[config.mk]
export PLATFORM = sky130hd
export DESIGN_NAME = decode_top
export DESIGN_NICKNAME = d
export VERILOG_FILES = /design/src/source/decode_pkg.sv /design/src/source/lane_ctrl_if.sv /design/src/source/fetch_slot_buffer.sv /design/src/source/main_decoder.sv /design/src/source/decode_stage_reg.sv /design/src/source/decode_top.sv
export SDC_FILE = /design/constraint.sdc
export NUM_CORES = 1
export LEC_CHECK = 0
export ABC_AREA = 1
export BUFFER_PORTS_ARGS = -buffer_cell sky130_fd_sc_hd__buf_2
export CAP_MARGIN = 25
export CORE_AREA = 2 2 120 122
export DETAILED_ROUTE_END_ITERATION = 10
export DIE_AREA = 0 0 122 124
export GPL_TIMING_DRIVEN = 1
export PLACE_DENSITY = 0.8
export SYNTH_ARGS = -nofsm -noshare
export SYNTH_HDL_FRONTEND = slang
export SYNTH_HIERARCHICAL = 1
export SYNTH_SLANG_ARGS = --single-unit
[constraint.sdc]
create_clock -name clk -period 2.9 [get_ports clk]
set_clock_uncertainty 0.1 [all_clocks]
set_input_delay 0.29 -clock clk [delete_from_list [all_inputs] [get_ports clk]]
set_output_delay 0.29 -clock clk [all_outputs]
set_load 0.1 [all_outputs]
[src/source/decode_pkg.sv]
package decode_pkg;

	typedef logic [31:0] instr_t;
	typedef logic [5:0]  opcode_t;
	typedef logic [5:0]  funct_t;
	typedef logic [4:0]  reg_idx_t;
	typedef logic [1:0]  reg_dst_t;
	typedef logic [13:0] ls_type_t;   // lwl lwr swl swr ll sc lw lh lhu lb lbu sw sh sb
	typedef logic [6:0]  cache_op_t;
	typedef logic [3:0]  tlb_op_t;    // tlbwr tlbwi tlbr tlbp
	typedef logic [1:0]  exc_code_t;
	typedef logic [1:0]  lane_idx_t;

	localparam reg_dst_t DST_RD = 2'b00, DST_RT = 2'b01, DST_RA = 2'b10;

	localparam exc_code_t EXC_NONE = 2'd0, EXC_RI = 2'd1, EXC_BREAK = 2'd2,
		EXC_SYSCALL = 2'd3;

	// major opcodes
	localparam opcode_t
		EXE_R_TYPE = 6'b000000, EXE_REGIMM = 6'b000001, EXE_J     = 6'b000010,
		EXE_JAL    = 6'b000011, EXE_BEQ    = 6'b000100, EXE_BNE   = 6'b000101,
		EXE_BLEZ   = 6'b000110, EXE_BGTZ   = 6'b000111, EXE_ADDI  = 6'b001000,
		EXE_ADDIU  = 6'b001001, EXE_SLTI   = 6'b001010, EXE_SLTIU = 6'b001011,
		EXE_ANDI   = 6'b001100, EXE_ORI    = 6'b001101, EXE_XORI  = 6'b001110,
		EXE_LUI    = 6'b001111, EXE_COP0   = 6'b010000, EXE_BEQL  = 6'b010100,
		EXE_BNEL   = 6'b010101, EXE_BLEZL  = 6'b010110, EXE_BGTZL = 6'b010111,
		EXE_SPECIAL2 = 6'b011100, EXE_LB   = 6'b100000, EXE_LH    = 6'b100001,
		EXE_LWL    = 6'b100010, EXE_LW     = 6'b100011, EXE_LBU   = 6'b100100,
		EXE_LHU    = 6'b100101, EXE_LWR    = 6'b100110, EXE_SB    = 6'b101000,
		EXE_SH     = 6'b101001, EXE_SWL    = 6'b101010, EXE_SW    = 6'b101011,
		EXE_SWR    = 6'b101110, EXE_CACHE  = 6'b101111, EXE_LL    = 6'b110000,
		EXE_PREF   = 6'b110011, EXE_SC     = 6'b111000;

	// SPECIAL funct
	localparam funct_t
		EXE_SLL   = 6'b000000, EXE_SRL  = 6'b000010, EXE_SRA     = 6'b000011,
		EXE_SLLV  = 6'b000100, EXE_SRLV = 6'b000110, EXE_SRAV    = 6'b000111,
		EXE_JR    = 6'b001000, EXE_JALR = 6'b001001, EXE_MOVZ    = 6'b001010,
		EXE_MOVN  = 6'b001011, EXE_SYNC = 6'b001111, EXE_SYSCALL = 6'b001100,
		EXE_BREAK = 6'b001101, EXE_MFHI = 6'b010000, EXE_MTHI    = 6'b010001,
		EXE_MFLO  = 6'b010010, EXE_MTLO = 6'b010011, EXE_MULT    = 6'b011000,
		EXE_MULTU = 6'b011001, EXE_DIV  = 6'b011010, EXE_DIVU    = 6'b011011,
		EXE_ADD   = 6'b100000, EXE_ADDU = 6'b100001, EXE_SUB     = 6'b100010,
		EXE_SUBU  = 6'b100011, EXE_AND  = 6'b100100, EXE_OR      = 6'b100101,
		EXE_XOR   = 6'b100110, EXE_NOR  = 6'b100111, EXE_SLT     = 6'b101010,
		EXE_SLTU  = 6'b101011, EXE_TGE  = 6'b110000, EXE_TGEU    = 6'b110001,
		EXE_TLT   = 6'b110010, EXE_TLTU = 6'b110011, EXE_TEQ     = 6'b110100,
		EXE_TNE   = 6'b110110;

	// SPECIAL2 funct
	localparam funct_t
		EXE_MADD = 6'b000000, EXE_MADDU = 6'b000001, EXE_MUL = 6'b000010,
		EXE_MSUB = 6'b000100, EXE_MSUBU = 6'b000101, EXE_CLZ = 6'b100000,
		EXE_CLO  = 6'b100001;

	// COP0 co-functions
	localparam funct_t
		EXE_TLBR = 6'b000001, EXE_TLBWI = 6'b000010, EXE_TLBWR = 6'b000110,
		EXE_TLBP = 6'b001000, EXE_ERET  = 6'b011000, EXE_WAIT  = 6'b100000;

	// REGIMM rt
	localparam reg_idx_t
		EXE_BLTZ    = 5'b00000, EXE_BGEZ    = 5'b00001, EXE_BLTZL  = 5'b00010,
		EXE_BGEZL   = 5'b00011, EXE_TGEI    = 5'b01000, EXE_TGEIU  = 5'b01001,
		EXE_TLTI    = 5'b01010, EXE_TLTIU   = 5'b01011, EXE_TEQI   = 5'b01100,
		EXE_TNEI    = 5'b01110, EXE_BLTZAL  = 5'b10000, EXE_BGEZAL = 5'b10001,
		EXE_BLTZALL = 5'b10010, EXE_BGEZALL = 5'b10011;

	localparam reg_idx_t EXE_MFC0 = 5'b00000, EXE_MTC0 = 5'b00100;   // COP0 rs

	// cache op in the rt field
	localparam reg_idx_t
		I_IndexInvalid  = 5'b00000, D_IndexWriteBackInvalid = 5'b00001,
		I_IndexStoreTag = 5'b01000, D_IndexStoreTag         = 5'b01001,
		I_HitInvalid    = 5'b10000, D_HitInvalid            = 5'b10001,
		D_HitWriteBackInvalid = 5'b10101;

endpackage

[src/source/lane_ctrl_if.sv]
interface lane_ctrl_if import decode_pkg::*; ();

	logic      valid;
	logic      sign_ext, is_div, is_mult;
	ls_type_t  l_s_type;
	logic [1:0] mfhi_lo;   // {mfhi, mflo}
	reg_dst_t  reg_dst;
	logic      alu_imm_sel, hilo_wen;
	logic      mem_read_en, mem_write_en, reg_write_en;
	logic      mem_to_reg, hilo_to_reg;
	logic      ri, brk, syscall, eret;
	logic      cp0_wen, cp0_to_reg;
	tlb_op_t   tlb_type;
	logic      movz, movn;
	cache_op_t cache_op;

	modport dec (
		output valid, sign_ext, is_div, is_mult, l_s_type, mfhi_lo,
		output reg_dst, alu_imm_sel, hilo_wen,
		output mem_read_en, mem_write_en, reg_write_en, mem_to_reg, hilo_to_reg,
		output ri, brk, syscall, eret,
		output cp0_wen, cp0_to_reg, tlb_type, movz, movn, cache_op
	);

	modport stage (
		input valid, sign_ext, is_div, is_mult, l_s_type, mfhi_lo,
		input reg_dst, alu_imm_sel, hilo_wen,
		input mem_read_en, mem_write_en, reg_write_en, mem_to_reg, hilo_to_reg,
		input ri, brk, syscall, eret,
		input cp0_wen, cp0_to_reg, tlb_type, movz, movn, cache_op
	);

endinterface

[src/source/fetch_slot_buffer.sv]
module fetch_slot_buffer import decode_pkg::*; #(
	parameter int LANES = 2
) (
	input  logic             clk,
	input  logic             rst_n,
	input  logic             stall,
	input  logic             flush,
	input  logic             fetch_valid,    // one strobe for the whole bundle
	input  instr_t           fetch_instrs [LANES],
	output instr_t           slot_instr [LANES],
	output logic [LANES-1:0] slot_valid
);

	// flush beats stall
	always_ff @(posedge clk) begin
		if (!rst_n || flush) begin
			slot_valid <= '0;
		end else if (!stall) begin
			slot_valid <= {LANES{fetch_valid}};
		end
	end

	// bundle held while the stage is stalled
	always_ff @(posedge clk) begin
		if (!stall) begin
			slot_instr <= fetch_instrs;
		end
	end

endmodule

[src/source/main_decoder.sv]
module main_decoder import decode_pkg::*; (
	input  instr_t   instr,
	input  logic     valid,
	lane_ctrl_if.dec ctrl
);

	opcode_t    op;
	reg_idx_t   rs;
	reg_idx_t   rt;
	funct_t     funct;
	logic       r_type, cop0, special2, is_cache;
	logic       mul, madd, maddu, msub, msubu;
	logic [3:0] rf_ctrl;    // {reg_write_en, reg_dst, alu_imm_sel}
	logic [2:0] mem_ctrl;   // {mem_to_reg, mem_read_en, mem_write_en}
	logic       ri;

	assign op    = instr[31:26];
	assign rs    = instr[25:21];
	assign rt    = instr[20:16];
	assign funct = instr[5:0];

	assign r_type   = (op == EXE_R_TYPE);
	assign cop0     = (op == EXE_COP0);
	assign special2 = (op == EXE_SPECIAL2);
	assign is_cache = (op == EXE_CACHE);

	assign ctrl.valid = valid;
	assign {ctrl.reg_write_en, ctrl.reg_dst, ctrl.alu_imm_sel} = rf_ctrl;
	assign {ctrl.mem_to_reg, ctrl.mem_read_en, ctrl.mem_write_en} = mem_ctrl;
	assign ctrl.ri = ri;

	// andi ori xori lui zero extend
	assign ctrl.sign_ext = (op[5:2] != 4'b0011);

	assign mul   = special2 && (funct == EXE_MUL);
	assign madd  = special2 && (funct == EXE_MADD);
	assign maddu = special2 && (funct == EXE_MADDU);
	assign msub  = special2 && (funct == EXE_MSUB);
	assign msubu = special2 && (funct == EXE_MSUBU);

	// mult multu div divu, then mthi mtlo
	assign ctrl.hilo_wen = (r_type && (funct[5:2] == 4'b0110
		|| (funct[5:2] == 4'b0100 && funct[0]))) || madd || maddu || msub || msubu;
	assign ctrl.hilo_to_reg = r_type && (funct[5:2] == 4'b0100) && !funct[0];
	assign ctrl.mfhi_lo = {r_type && (funct == EXE_MFHI), r_type && (funct == EXE_MFLO)};

	assign ctrl.is_div  = r_type && (funct[5:1] == 5'b01101);
	assign ctrl.is_mult = (r_type && (funct[5:1] == 5'b01100))
		|| mul || madd || maddu || msub || msubu;

	assign ctrl.cp0_wen    = cop0 && (rs == EXE_MTC0);
	assign ctrl.cp0_to_reg = cop0 && (rs == EXE_MFC0);
	assign ctrl.eret       = cop0 && (funct == EXE_ERET);
	assign ctrl.brk        = r_type && (funct == EXE_BREAK);
	assign ctrl.syscall    = r_type && (funct == EXE_SYSCALL);
	assign ctrl.movz       = r_type && (funct == EXE_MOVZ);
	assign ctrl.movn       = r_type && (funct == EXE_MOVN);

	assign ctrl.tlb_type = {
		cop0 && (funct == EXE_TLBWR),
		cop0 && (funct == EXE_TLBWI),
		cop0 && (funct == EXE_TLBR),
		cop0 && (funct == EXE_TLBP)
	};

	assign ctrl.l_s_type = {
		op == EXE_LWL, op == EXE_LWR, op == EXE_SWL, op == EXE_SWR,
		op == EXE_LL,  op == EXE_SC,  op == EXE_LW,  op == EXE_LH,
		op == EXE_LHU, op == EXE_LB,  op == EXE_LBU, op == EXE_SW,
		op == EXE_SH,  op == EXE_SB
	};

	assign ctrl.cache_op = {
		is_cache && (rt == I_IndexInvalid),
		is_cache && (rt == I_IndexStoreTag),
		is_cache && (rt == I_HitInvalid),
		is_cache && (rt == D_IndexWriteBackInvalid),
		is_cache && (rt == D_IndexStoreTag),
		is_cache && (rt == D_HitInvalid),
		is_cache && (rt == D_HitWriteBackInvalid)
	};

	always_comb begin
		ri       = 1'b0;
		rf_ctrl  = '0;
		mem_ctrl = '0;
		case (op)
			EXE_R_TYPE: begin
				case (funct)
					EXE_ADD, EXE_ADDU, EXE_SUB, EXE_SUBU, EXE_SLT, EXE_SLTU,
					EXE_AND, EXE_OR, EXE_XOR, EXE_NOR,
					EXE_SLL, EXE_SLLV, EXE_SRA, EXE_SRAV, EXE_SRL, EXE_SRLV,
					EXE_MFHI, EXE_MFLO, EXE_MOVZ, EXE_MOVN:
						rf_ctrl = {1'b1, DST_RD, 1'b0};
					EXE_JR, EXE_MULT, EXE_MULTU, EXE_DIV, EXE_DIVU, EXE_MTHI, EXE_MTLO,
					EXE_SYSCALL, EXE_BREAK, EXE_SYNC,
					EXE_TEQ, EXE_TNE, EXE_TGE, EXE_TGEU, EXE_TLT, EXE_TLTU:
						rf_ctrl = '0;
					EXE_JALR:
						rf_ctrl = {1'b1, DST_RA, 1'b0};   // always links to $31
					default: begin
						ri      = 1'b1;
						rf_ctrl = {1'b1, DST_RD, 1'b0};
					end
				endcase
			end
			EXE_ADDI, EXE_ADDIU, EXE_SLTI, EXE_SLTIU,
			EXE_ANDI, EXE_ORI, EXE_XORI, EXE_LUI:
				rf_ctrl = {1'b1, DST_RT, 1'b1};
			EXE_BEQ, EXE_BNE, EXE_BLEZ, EXE_BGTZ,
			EXE_BEQL, EXE_BNEL, EXE_BLEZL, EXE_BGTZL, EXE_PREF, EXE_J:
				rf_ctrl = '0;
			EXE_JAL:
				rf_ctrl = {1'b1, DST_RA, 1'b0};
			EXE_CACHE: begin
				case (rt)
					I_IndexInvalid, I_IndexStoreTag, I_HitInvalid,
					D_IndexWriteBackInvalid, D_IndexStoreTag, D_HitInvalid,
					D_HitWriteBackInvalid:
						rf_ctrl = {1'b0, DST_RD, 1'b1};   // alu forms the address
					default:
						ri = 1'b1;
				endcase
			end
			EXE_REGIMM: begin
				case (rt)
					EXE_BGEZAL, EXE_BLTZAL, EXE_BGEZALL, EXE_BLTZALL:
						rf_ctrl = {1'b1, DST_RA, 1'b0};
					EXE_BGEZ, EXE_BLTZ, EXE_BGEZL, EXE_BLTZL:
						rf_ctrl = '0;
					EXE_TEQI, EXE_TNEI, EXE_TGEI, EXE_TGEIU, EXE_TLTI, EXE_TLTIU:
						rf_ctrl = {1'b0, DST_RD, 1'b1};   // compare against imm
					default:
						ri = 1'b1;
				endcase
			end
			EXE_LW, EXE_LB, EXE_LBU, EXE_LH, EXE_LHU, EXE_LL, EXE_LWL, EXE_LWR: begin
				rf_ctrl  = {1'b1, DST_RT, 1'b1};
				mem_ctrl = 3'b110;
			end
			EXE_SW, EXE_SB, EXE_SH, EXE_SWL, EXE_SWR: begin
				rf_ctrl  = {1'b0, DST_RD, 1'b1};
				mem_ctrl = 3'b001;
			end
			EXE_SC: begin
				// writes the success flag back to rt
				rf_ctrl  = {1'b1, DST_RT, 1'b1};
				mem_ctrl = 3'b001;
			end
			EXE_COP0: begin
				case (rs)
					EXE_MTC0:
						rf_ctrl = '0;
					EXE_MFC0:
						rf_ctrl = {1'b1, DST_RT, 1'b0};
					default:
						ri = !(funct inside {EXE_ERET, EXE_TLBR, EXE_TLBP,
							EXE_TLBWI, EXE_TLBWR, EXE_WAIT});
				endcase
			end
			EXE_SPECIAL2: begin
				case (funct)
					EXE_MUL, EXE_CLZ, EXE_CLO:
						rf_ctrl = {1'b1, DST_RD, 1'b0};
					EXE_MADD, EXE_MADDU, EXE_MSUB, EXE_MSUBU:
						rf_ctrl = '0;   // result goes to hi/lo
					default:
						ri = 1'b1;
				endcase
			end
			default:
				ri = 1'b1;
		endcase
	end

endmodule

[src/source/decode_stage_reg.sv]
module decode_stage_reg import decode_pkg::*; #(
	parameter int LANES = 2
) (
	input  logic clk, rst_n, stall, flush,
	lane_ctrl_if.stage lanes [LANES],
	output logic [LANES-1:0] id_valid, reg_write_en, alu_imm_sel, sign_ext,
	output logic [LANES-1:0] mem_read_en, mem_write_en, mem_to_reg,
	output logic [LANES-1:0] hilo_wen, hilo_to_reg, is_div, is_mult,
	output logic [LANES-1:0] cp0_wen, cp0_to_reg, eret, movz, movn,
	output logic [$bits(reg_dst_t)*LANES-1:0]  reg_dst,
	output logic [2*LANES-1:0]                 mfhi_lo,
	output logic [$bits(ls_type_t)*LANES-1:0]  l_s_type,
	output logic [$bits(tlb_op_t)*LANES-1:0]   tlb_type,
	output logic [$bits(cache_op_t)*LANES-1:0] cache_op,
	output logic      exc_valid,
	output lane_idx_t exc_lane,
	output exc_code_t exc_code
);

	logic [LANES-1:0] lane_valid, fault;
	logic [LANES-1:0] live;    // survives the squash
	logic [LANES-1:0] wr_ok;   // live and not the faulting lane
	exc_code_t        cause [LANES];
	logic             exc_hit;
	lane_idx_t        exc_lane_nxt;
	exc_code_t        exc_code_nxt;

	// oldest lane first
	always_comb begin
		exc_hit      = 1'b0;
		exc_lane_nxt = '0;
		exc_code_nxt = EXC_NONE;
		live         = lane_valid;
		wr_ok        = lane_valid;
		for (int k = 0; k < LANES; k++) begin
			if (exc_hit) begin
				live[k]  = 1'b0;
				wr_ok[k] = 1'b0;
			end else if (fault[k]) begin
				exc_hit      = 1'b1;
				exc_lane_nxt = lane_idx_t'(k);
				exc_code_nxt = cause[k];
				wr_ok[k]     = 1'b0;   // faulting lane stays visible, no side effects
			end
		end
	end

	for (genvar i = 0; i < LANES; i++) begin : g_lane
		assign lane_valid[i] = lanes[i].valid;
		assign fault[i] = lanes[i].valid && (lanes[i].ri || lanes[i].brk || lanes[i].syscall);
		assign cause[i] = lanes[i].ri ? EXC_RI : (lanes[i].brk ? EXC_BREAK : EXC_SYSCALL);

		always_ff @(posedge clk) begin
			if (!rst_n || flush) begin
				id_valid[i]     <= 1'b0;
				reg_write_en[i] <= 1'b0;
				mem_read_en[i]  <= 1'b0;
				mem_write_en[i] <= 1'b0;
				hilo_wen[i]     <= 1'b0;
				cp0_wen[i]      <= 1'b0;
			end else if (!stall) begin
				id_valid[i]     <= live[i];
				reg_write_en[i] <= lanes[i].reg_write_en && wr_ok[i];
				mem_read_en[i]  <= lanes[i].mem_read_en && live[i];
				mem_write_en[i] <= lanes[i].mem_write_en && wr_ok[i];
				hilo_wen[i]     <= lanes[i].hilo_wen && wr_ok[i];
				cp0_wen[i]      <= lanes[i].cp0_wen && wr_ok[i];
			end
		end

		// meaningful only with id_valid
		always_ff @(posedge clk) begin
			if (!stall) begin
				reg_dst[2*i +: 2]   <= lanes[i].reg_dst;
				alu_imm_sel[i]      <= lanes[i].alu_imm_sel;
				sign_ext[i]         <= lanes[i].sign_ext;
				mem_to_reg[i]       <= lanes[i].mem_to_reg;
				hilo_to_reg[i]      <= lanes[i].hilo_to_reg;
				mfhi_lo[2*i +: 2]   <= lanes[i].mfhi_lo;
				is_div[i]           <= lanes[i].is_div;
				is_mult[i]          <= lanes[i].is_mult;
				l_s_type[14*i +: 14] <= lanes[i].l_s_type;
				cp0_to_reg[i]       <= lanes[i].cp0_to_reg;
				eret[i]             <= lanes[i].eret;
				tlb_type[4*i +: 4]  <= lanes[i].tlb_type;
				movz[i]             <= lanes[i].movz;
				movn[i]             <= lanes[i].movn;
				cache_op[7*i +: 7]  <= lanes[i].cache_op;
			end
		end
	end

	always_ff @(posedge clk) begin
		if (!rst_n || flush) begin
			exc_valid <= 1'b0;
		end else if (!stall) begin
			exc_valid <= exc_hit;
		end
	end

	always_ff @(posedge clk) begin
		if (!stall) begin
			exc_lane <= exc_lane_nxt;
			exc_code <= exc_code_nxt;
		end
	end

endmodule

[src/source/decode_top.sv]
module decode_top import decode_pkg::*; #(
	parameter int LANES = 2
) (
	input  logic clk, rst_n, stall, flush,
	input  logic fetch_valid,
	input  logic [$bits(instr_t)*LANES-1:0] fetch_instrs,   // lane 0 in the low word
	output logic [LANES-1:0] id_valid, reg_write_en, alu_imm_sel, sign_ext,
	output logic [LANES-1:0] mem_read_en, mem_write_en, mem_to_reg,
	output logic [LANES-1:0] hilo_wen, hilo_to_reg, is_div, is_mult,
	output logic [LANES-1:0] cp0_wen, cp0_to_reg, eret, movz, movn,
	output logic [$bits(reg_dst_t)*LANES-1:0]  reg_dst,
	output logic [2*LANES-1:0]                 mfhi_lo,
	output logic [$bits(ls_type_t)*LANES-1:0]  l_s_type,
	output logic [$bits(tlb_op_t)*LANES-1:0]   tlb_type,
	output logic [$bits(cache_op_t)*LANES-1:0] cache_op,
	output logic      exc_valid,
	output lane_idx_t exc_lane,
	output exc_code_t exc_code
);

	instr_t           fetch_words [LANES];
	instr_t           slot_instr [LANES];
	logic [LANES-1:0] slot_valid;

	lane_ctrl_if lane_ctrl [LANES] ();

	fetch_slot_buffer #(.LANES(LANES)) u_slots (
		.clk          (clk),
		.rst_n        (rst_n),
		.stall        (stall),
		.flush        (flush),
		.fetch_valid  (fetch_valid),
		.fetch_instrs (fetch_words),
		.slot_instr   (slot_instr),
		.slot_valid   (slot_valid)
	);

	// one decoder per slot
	for (genvar i = 0; i < LANES; i++) begin : g_dec
		assign fetch_words[i] = fetch_instrs[32*i +: 32];

		main_decoder u_dec (
			.instr (slot_instr[i]),
			.valid (slot_valid[i]),
			.ctrl  (lane_ctrl[i])
		);
	end

	decode_stage_reg #(.LANES(LANES)) u_stage (
		.lanes (lane_ctrl),
		.*
	);

endmodule

Word level (Yosys, flattened, before mapping)
Cells that the tools add are included.
{"block": "word_totals", "wordCells": 421, "register_bits": 160, "inputBits": 69}
{"block": "classes", "reduce_logical": 142, "mux": 41, "eq_ne": 190}
{"cell": "equality test 6 bit, second input constant", "n": 64}
{"cell": "equality test 6 x 4 -> 1 bit, second input constant", "n": 30}
{"cell": "equality test 6 x 5 -> 1 bit, second input constant", "n": 28}
{"cell": "equality test 6 x 3 -> 1 bit, second input constant", "n": 16}
{"cell": "equality test 5 x 4 -> 1 bit, second input constant", "n": 16}
{"cell": "logical AND 1 bit", "n": 74}
{"cell": "OR reduction 37 bit", "n": 2}
{"cell": "OR reduction 33 bit", "n": 2}
{"cell": "one-hot mux 4 bit (8 select lines)", "n": 2}
{"cell": "equality test 5 bit, second input constant", "n": 10}
{"cell": "equality test 6 x 2 -> 1 bit, second input constant", "n": 8}
{"cell": "OR reduction 17 bit", "n": 2}
{"cell": "one-hot mux 4 bit (2 select lines)", "n": 4}
{"cell": "OR reduction 16 bit", "n": 2}
{"cell": "OR reduction 14 bit", "n": 2}
{"cell": "OR reduction 7 bit", "n": 4}
{"cell": "logical OR 1 bit", "n": 25}
{"cell": "equality test 6 x 1 -> 1 bit, second input constant", "n": 4}
{"cell": "logical NOT 6 bit", "n": 4}
{"cell": "OR reduction 6 bit", "n": 4}
{"cell": "two-way mux 1 bit", "n": 22}
{"cell": "equality test 5 x 2 -> 1 bit, second input constant", "n": 4}
{"cell": "logical NOT 5 bit", "n": 4}
{"cell": "equality test 4 x 3 -> 1 bit, second input constant", "n": 4}
{"cell": "other kinds (14)", "n": 36}

Longest topological paths before layout
Gate-level depths: netlist (run 1).
{"block": "depth", "ltp_word": 11, "ltp_mapped": 18, "mapped_depth_nobuf": 18}

Cells and area by module
The synthesis (run 1) kept the hierarchy.
{"mod": "decode_stage_reg", "area_each_um2": 3086.7, "cells_per_inst": 174, "n_inst": 1}
{"mod": "fetch_slot_buffer", "area_each_um2": 1976.9, "cells_per_inst": 72, "n_inst": 1}
{"mod": "main_decoder (g_dec[1].u_dec)", "area_each_um2": 1249.9, "cells_per_inst": 273, "n_inst": 1}
{"mod": "main_decoder (g_dec[0].u_dec)", "area_each_um2": 1157.4, "cells_per_inst": 242, "n_inst": 1}

Worst setup path after synthesis (run 1)
OpenSTA, ideal clock, no wires.
{"block": "synth_timing", "path_kind": "in2reg", "startpoint": "input port stall", "endpoint": "register u_stage.alu_imm_sel[0], enable pin", "setup_slack_ps": 303, "arrival_time_ps": 2061, "path_stages": 2, "path_buffers": 1, "cell_sequence": "buf_4 -> inv_1"}
{"item": "start: declaration", "line_no": "decode_top.sv:4", "source": "input logic clk, rst_n, stall, flush,"}
{"item": "end signal: indexed assignment", "line_no": "decode_stage_reg.sv:75", "source": "alu_imm_sel[i] <= lanes[i].alu_imm_sel;"}
{"item": "end: declaration", "line_no": "decode_stage_reg.sv:6", "source": "output logic [LANES-1:0] id_valid, reg_write_en, alu_imm_sel, sign_ext,"}
No word-level cell between the ends.

Worst setup path in the final report (run 1)
{"block": "layout_timing", "startpoint": "register u_slots/slot_instr[29] (netlist bit)", "endpoint": "register u_stage.exc_code[0] (data pin)"}
{"block": "layout_via", "elab_chain_cells": 8, "elab_cells_between_ends": 49}
{"item": "start: declaration", "line_no": "fetch_slot_buffer.sv:10", "source": "output instr_t slot_instr [LANES],"}
{"item": "start signal: assignment", "line_no": "fetch_slot_buffer.sv:26", "source": "slot_instr <= fetch_instrs;"}
{"item": "equality test 6 x 4 -> 1 bit, or another cell as far along", "line_no": "main_decoder.sv:87", "source": "case (op)"}
{"item": "OR reduction 33 bit (no line)"}
{"item": "one-hot mux 1 bit (6 select lines) (*)", "line_no": "main_decoder.sv:87"}
{"item": "named net lane_ctrl[1].ri", "line_no": "lane_ctrl_if.sv:11", "source": "logic ri, brk, syscall, eret;"}
{"item": "logical OR 1 bit (2 in series)", "line_no": "decode_stage_reg.sv:50", "source": "assign fault[i] = lanes[i].valid && (lanes[i].ri || lanes[i].brk || lanes[i].syscall);"}
{"item": "logical AND 1 bit", "line_no": "decode_stage_reg.sv:50"}
{"item": "two-way mux 2 bit (*)", "line_no": "decode_stage_reg.sv:39", "source": "end else if (fault[k]) begin"}
{"item": "two-way mux 2 bit (*)", "line_no": "decode_stage_reg.sv:36", "source": "if (exc_hit) begin"}
{"item": "named net u_stage.exc_code_nxt[0]", "line_no": "decode_stage_reg.sv:26", "source": "exc_code_t exc_code_nxt;"}
{"item": "end signal: assignment", "line_no": "decode_stage_reg.sv:104", "source": "exc_code <= exc_code_nxt;"}
{"item": "end: declaration", "line_no": "decode_stage_reg.sv:17", "source": "output exc_code_t exc_code"}
The timed path passes the listed nets; every way through them passes the cells marked *.
A chain may end at the register's enable or synchronous reset.

==> results of run 1 <==
[critical path, delay by kind of cell, from the launching register on]
| kind | cells | cell delay (ps) |
|---|---|---|
| buffers and inverters | 3 | 280 |
| and+or+nand+nor | 12 | 1330 |
| DFF | 1 | 530 |
[what timing repair did]
action | CTS | global route
gates resized for setup | 0 | 0
buffers inserted | 0 | 0
hold buffers | 44 | 0
endpoints found under the hold margin | 44 | 0
[worst paths after layout]
path	startpoint	endpoint	slack, ps	cells after the start
max	u_slots/slot_instr[29]$_DFFE_PN_	u_stage/exc_code[0]$_DFFE_PN_	510	15
min	fetch_valid	u_slots/slot_valid[0]$_SDFFE_PP0N_	20	3
max reg2reg	u_slots/slot_instr[29]$_DFFE_PN_	u_stage/exc_code[0]$_DFFE_PN_	510	15
min reg2reg	u_stage/id_valid[1]$_SDFFE_PP0N_	u_stage/id_valid[1]$_SDFFE_PP0N_	360	2
[layout make-up]
| class | count | area share |
|---|---|---|
| clock buffers | 17 | 0.0483 |
| clock inverters | 14 | 0.0202 |
| inverters | 91 | 0.0392 |
| multi-input cells | 499 | 0.272 |
| flip-flops and latches | 139 | 0.458 |
| well taps | 180 | 0.0256 |
| repair buffers | 191 | 0.136 |
[layer usage]
| metal | up-vias | track usage | routed length (um) |
|---|---|---|---|
| li1 | 2895 | - | - |
| met1 | 2728 | 0.251 | 6450 |
| met2 | 236 | 0.398 | 8460 |
| met3 | 33 | 0.0582 | 1170 |
| met4 | 0 | 0.0869 | 370 |
| met5 | - | 0 | 0 |
[layout by cell type (no fill, tap or decap), drive strengths merged, types with 4 or more instances in the layout]
master,count
a21oi,18
buf,147
bufinv,4
clkbuf,17
clkinv,10
dfxtp,14
dlygate4sd3,44
edfxtp,125
inv,89
nand2,180
nand3,83
nand4,14
nor2,141
nor3,21
nor4,11
o21ai,13
[report_power, final]
group          total (mW)  internal [mW]  switching [mW]
Sequential           2.36           2.28          0.0769
Clock                2.22           1.42           0.806
Combinational       0.849          0.196           0.653
==> results_dict.tcl, run 1 <==
set metrics [dict create \
    grt_overflow_total 0 \
    grt_pass1_wl_mm 25.6 \
    hp-class "in -> reg" \
    start_kind "flop" \
    status "finished clean" \
    pre_cts_slack_ps 563 \
    maxSlewViolCount 0 \
    place.gp.congestion 0.909 \
    fin_cells 1131 \
    path_clk_slew_ps 60 \
    numCtsBuffers 17 \
    insertion_delay_ps 430 \
    max_freq_mhz 419 \
    viasPerCell 5.21 \
    p_per_area_mw_per_mm2 617 \
    drv_cap 0 \
    vdd_drop_max_mv 0.326 \
    dp.cells 1056 \
    arrival_ps 2580 \
    coreArea_mm2 0.0137 \
    cts_tree "built" \
    io_buffers 142 \
    end_kind "flop" \
    dpl.hpwl_mm 11.3 \
    relSlewSlack 0.628 \
    cp_cell_sequence "nor2_4, nand3_2, inv_2, nand4_1, nor2_1, nand2_1, nand2_1, inv_1, nand2_1, inv_1, nand2_2, nand2_2, nor2_8, nand2_1, nand2_1" \
    fin_crit_sh 0.823 \
    multi_input_area_mm2 0.00240 \
    required_ps 3100 \
    synth_cells 741 \
    tightest_slew_ps 558 \
    tns_ps 0 \
    fillCellCount 1108 \
    wl_per_cell_um 14.5 \
    wirelength_mm 16.4 \
    start_util 0.501 \
    area_delta_synth_final_pct 28.2 \
    cpMaxStageDelayCell "edfxtp_1" \
    reg.largest.list "u_slots/slot_instr x44, u_stage/l_s_type x28, u_stage/cache_op x14" \
    fin_util 0.642 \
    final_layout_size_suffix_gt1_frac 0.253 \
    nets 1008 \
    drcViolationCount 0 \
    clock-sinks 139 \
    drt_iter0_drc 422 \
    final_area_mm2 0.00881 \
    largest_reg_flops 44 \
    avgSynthCellArea_um2 9.27 \
    antenna_found_initial 0 \
    cpMostUsedCell "nand2_1" \
    ant_nets 0 \
    die_y_um 124 \
    regArea_mm2 0.00403 \
    critical-path-max-stage-delay_ps 530 \
    root_buffer "clkbuf_16" \
    p_total_mw 5.43 \
    vias 5892 \
    setup_violations 0 \
    cp_max_fo 9 \
    die_x_um 122 \
    drt_pass1_iterations 5 \
    dieArea_mm2 0.0151 \
    rows 43 \
    grt_pass1_vias 5438 \
    top_register "u_slots/slot_instr" \
    fin_ws_ps 514 \
    ioPinCount 164 \
    cts-htree-levels 4 \
    synth_warnings 6 \
    grt_max_degree 40 \
    min_period_ps 2390 \
    diodes 0 \
    whs_ps 18.9 \
    place_area_mm2 0.00776 \
    cts_max_path_buffers 2 \
    syn-cell-area_mm2 0.00687 \
    p_leak_nw 4.03 \
    syn-num-nets 810 \
    grt.total_usage 0.221 \
    rsz0062_at_grt "false" \
    finalHoldViolCount 0 \
    setup.worst_path.class "reg -> reg" \
]
No activity file was read; power rests on OpenSTA's default activity.
==> run 2, diff against run 1 <==
- CORE_AREA: 2 2 120 122 -> 2 2 126 128
- DIE_AREA: 0 0 122 124 -> 0 0 128 130
- PLACE_DENSITY: 0.8 -> 0.76
- clock period: 2.9 -> 2.17 ns (I/O delays scaled with it)
==> run 2 against run 1 <==
The run now ends with setup timing left. Clock power is 32% higher. Critical path depth is 1 lower. Routed wire length is 11% higher. First-iteration DRC count is 15% higher. Worst setup slack worse by 550 ps. Register-to-register slack worse by 550 ps. Count of clock-buffer cells in the layout stayed put. Sequential power is 33% higher. Highest routed layer unchanged.
==> results_dict.tcl, run 2 (synthesis gave the netlist of run 1 again) <==
set metrics [dict create \
    worstHoldStart "stall" \
    path_clk_slew_ps 60 \
    die_y_um 130 \
    root_buffer "clkbuf_16" \
    fin_cells 1260 \
    start_util 0.445 \
    nets 1124 \
    rrSetupSlack_ps -30 \
    fillCellCount 1223 \
    finalHoldViolCount 0 \
    hp-class "in -> reg" \
    grt.total_usage 0.213 \
    dpl.hpwl_mm 12.1 \
    ioPinCount 164 \
    cts_max_path_buffers 2 \
    antenna_found_initial 0 \
    cp_max_fo 5 \
    final_area_mm2 0.0100 \
    p_int_mw 5.22 \
    die_x_um 128 \
    grt_pass1_wl_mm 27.6 \
    rows 46 \
    cts-htree-levels 4 \
    place.gp.congestion 0.911 \
    place_area_mm2 0.00834 \
    drcViolationCount 0 \
    final_layout_size_suffix_gt1_frac 0.398 \
    end_kind "flop" \
    tightest_slew_ps 619 \
    reg.largest.list "u_slots/slot_instr x44, u_stage/l_s_type x28, u_stage/cache_op x14" \
    layout_commonest_cell "nand2_1" \
    maxSlewViolCount 0 \
    power_frac_seq 0.419 \
    crit_family "simple AND/OR/NAND/NOR gates" \
    cts_tree "built" \
    insertion_delay_ps 440 \
    min_period_ps 2200 \
    failed_checks "setup timing" \
    grt_max_degree 70 \
    r2r_end "u_stage/exc_code[1]$_DFFE_PN_" \
    rsz0062_at_grt "true" \
    start_kind "flop" \
    cp_cell_sequence "buf_4, nor2_4, buf_4, nand3_1, nor2_1, nand3b_1, nand2_1, nor2_2, nand2_1, inv_2, buf_4, buf_4, nand2_1, nand2_1" \
    fin_ws_ps -34.9 \
    largest_reg_flops 44 \
    tns_ps -34.9 \
    numCtsBuffers 17 \
    hold-path-cell-count 3 \
    clock-sinks 139 \
    swShare 0.304 \
    pwr-share-comb 0.192 \
    drt_iter0_drc 487 \
    drt_pass1_iterations 6 \
    dp.cells 1139 \
    setup.worst_path.class "reg -> reg" \
    arrival_ps 2300 \
    vias 6337 \
    p_total_mw 7.50 \
    regArea_mm2 0.00403 \
    top_register "u_slots/slot_instr" \
    wl_per_cell_um 14.4 \
    p_sw_mw 2.28 \
    fin_crit_sh 1.02 \
    drv_cap 0 \
    r2r_start "u_slots/slot_instr[28]$_DFFE_PN_" \
    coreArea_mm2 0.0154 \
    io_buffers 142 \
    worst-path-buf-inv 5 \
    wirelength_mm 18.2 \
    multi_input_area_mm2 0.00267 \
    vdd_drop_max_mv 0.507 \
    critical-path-max-stage-delay_ps 460 \
    whs_ps 163 \
    viasPerCell 5.03 \
    required_ps 2260 \
    cpMaxStageDelayCell "edfxtp_1" \
    area_delta_synth_final_pct 45.7 \
    min_to "u_stage/reg_write_en[1]$_SDFFE_PP0N_" \
    setup_violations 1 \
    grt_pass1_vias 5865 \
    ant_nets 0 \
    p_per_area_mw_per_mm2 750 \
    final_cell_mix "152 x nand2_1, 143 x buf_2, 125 x edfxtp_1" \
    relSlewSlack 0.586 \
    dieArea_mm2 0.0166 \
    grt_overflow_total 0 \
    reg2reg_depth 14 \
    p_clk_frac 0.389 \
    diodes 0 \
    status "finished with violations" \
    max_freq_mhz 454 \
    p_leak_nw 4.60 \
]
==> run 2: changes by cell type in the layout (fill, tap and decap cells not counted), moves of 12 or more <==
cell	change
nand3_2	+12
buf_4	+103
nand3_1	-14
nand2_2	+14
nand2_1	-15
nor2_1	-22
==> run 2: worst max-delay path by stage <==
stage / from / to / slack, ps / cells past startpoint
floorplan: stall / u_stage/alu_imm_sel[0]$_DFFE_PN_ / 110 / 2
global placement: u_slots/slot_instr[63]$_DFFE_PN_ / u_stage/exc_code[0]$_DFFE_PN_ / -20 / 16
detailed placement: u_slots/slot_instr[28]$_DFFE_PN_ / u_stage/hilo_wen[1]$_SDFFE_PP0N_ / -50 / 18
CTS: u_slots/slot_instr[29]$_DFFE_PN_ / u_stage/hilo_wen[1]$_SDFFE_PP0N_ / -50 / 16
global route: u_slots/slot_instr[35]$_DFFE_PN_ / u_stage/mem_write_en[0]$_SDFFE_PP0N_ / -160 / 15
finish: u_slots/slot_instr[28]$_DFFE_PN_ / u_stage/exc_code[1]$_DFFE_PN_ / -30 / 14
==> run 2: through the flow <==
step | worst slack (ps) | util
after floorplan | 106 | -
after CTS | -48.3 | 0.620
after global placement | -19.2 | 0.541
after global routing | -163 | 0.649
final | -34.9 | 0.649
after detailed placement | -50.5 | 0.541
==> run 2: worst reg2reg max path, delay by kind of cell, from the launching register on <==
kind / cells / cell delay, ps
buf+inv: 5 / 650
flops: 1 / 460
simple gates: 9 / 760
==> run 2: what timing repair did <==
action	in CTS	in global routing
endpoints found under the setup margin	10	14
gates resized for setup	19	70
pin swaps	18	29
hold buffers	46	0
cloned	0	1
hold endpoints to repair	45	0
setup buffers	16	26
==> run 2: power groups by stage <==
stage          logic [mW]  clock network, mW  registers, mW
3_5_place_dp         1.20                  0           3.20
3_3_place_gp         1.19                  0           3.20
6_report             1.44               2.92           3.14
4_1_cts              1.32               2.96           3.14
2_1_floorplan       0.441                  0           3.60
5_1_grt              1.54               3.08           3.16
==> run 2: cell type report <==
type / count / share of cell area
clock buffers: 17 / 0.0425
clock inverters: 15 / 0.0161
inverters: 91 / 0.0351
multi-input cells: 499 / 0.266
flip-flops and latches: 139 / 0.403
well taps: 192 / 0.0240
repair buffers: 307 / 0.213
==> run 2: layer usage <==
metal  GRT usage  part of all wire  vias up
met5           0                 0        -
met4      0.0944             0.032        0
met3      0.0545             0.066       41
met2       0.369              0.51      231
met1       0.253              0.40     2939
li1            -                 -     3126
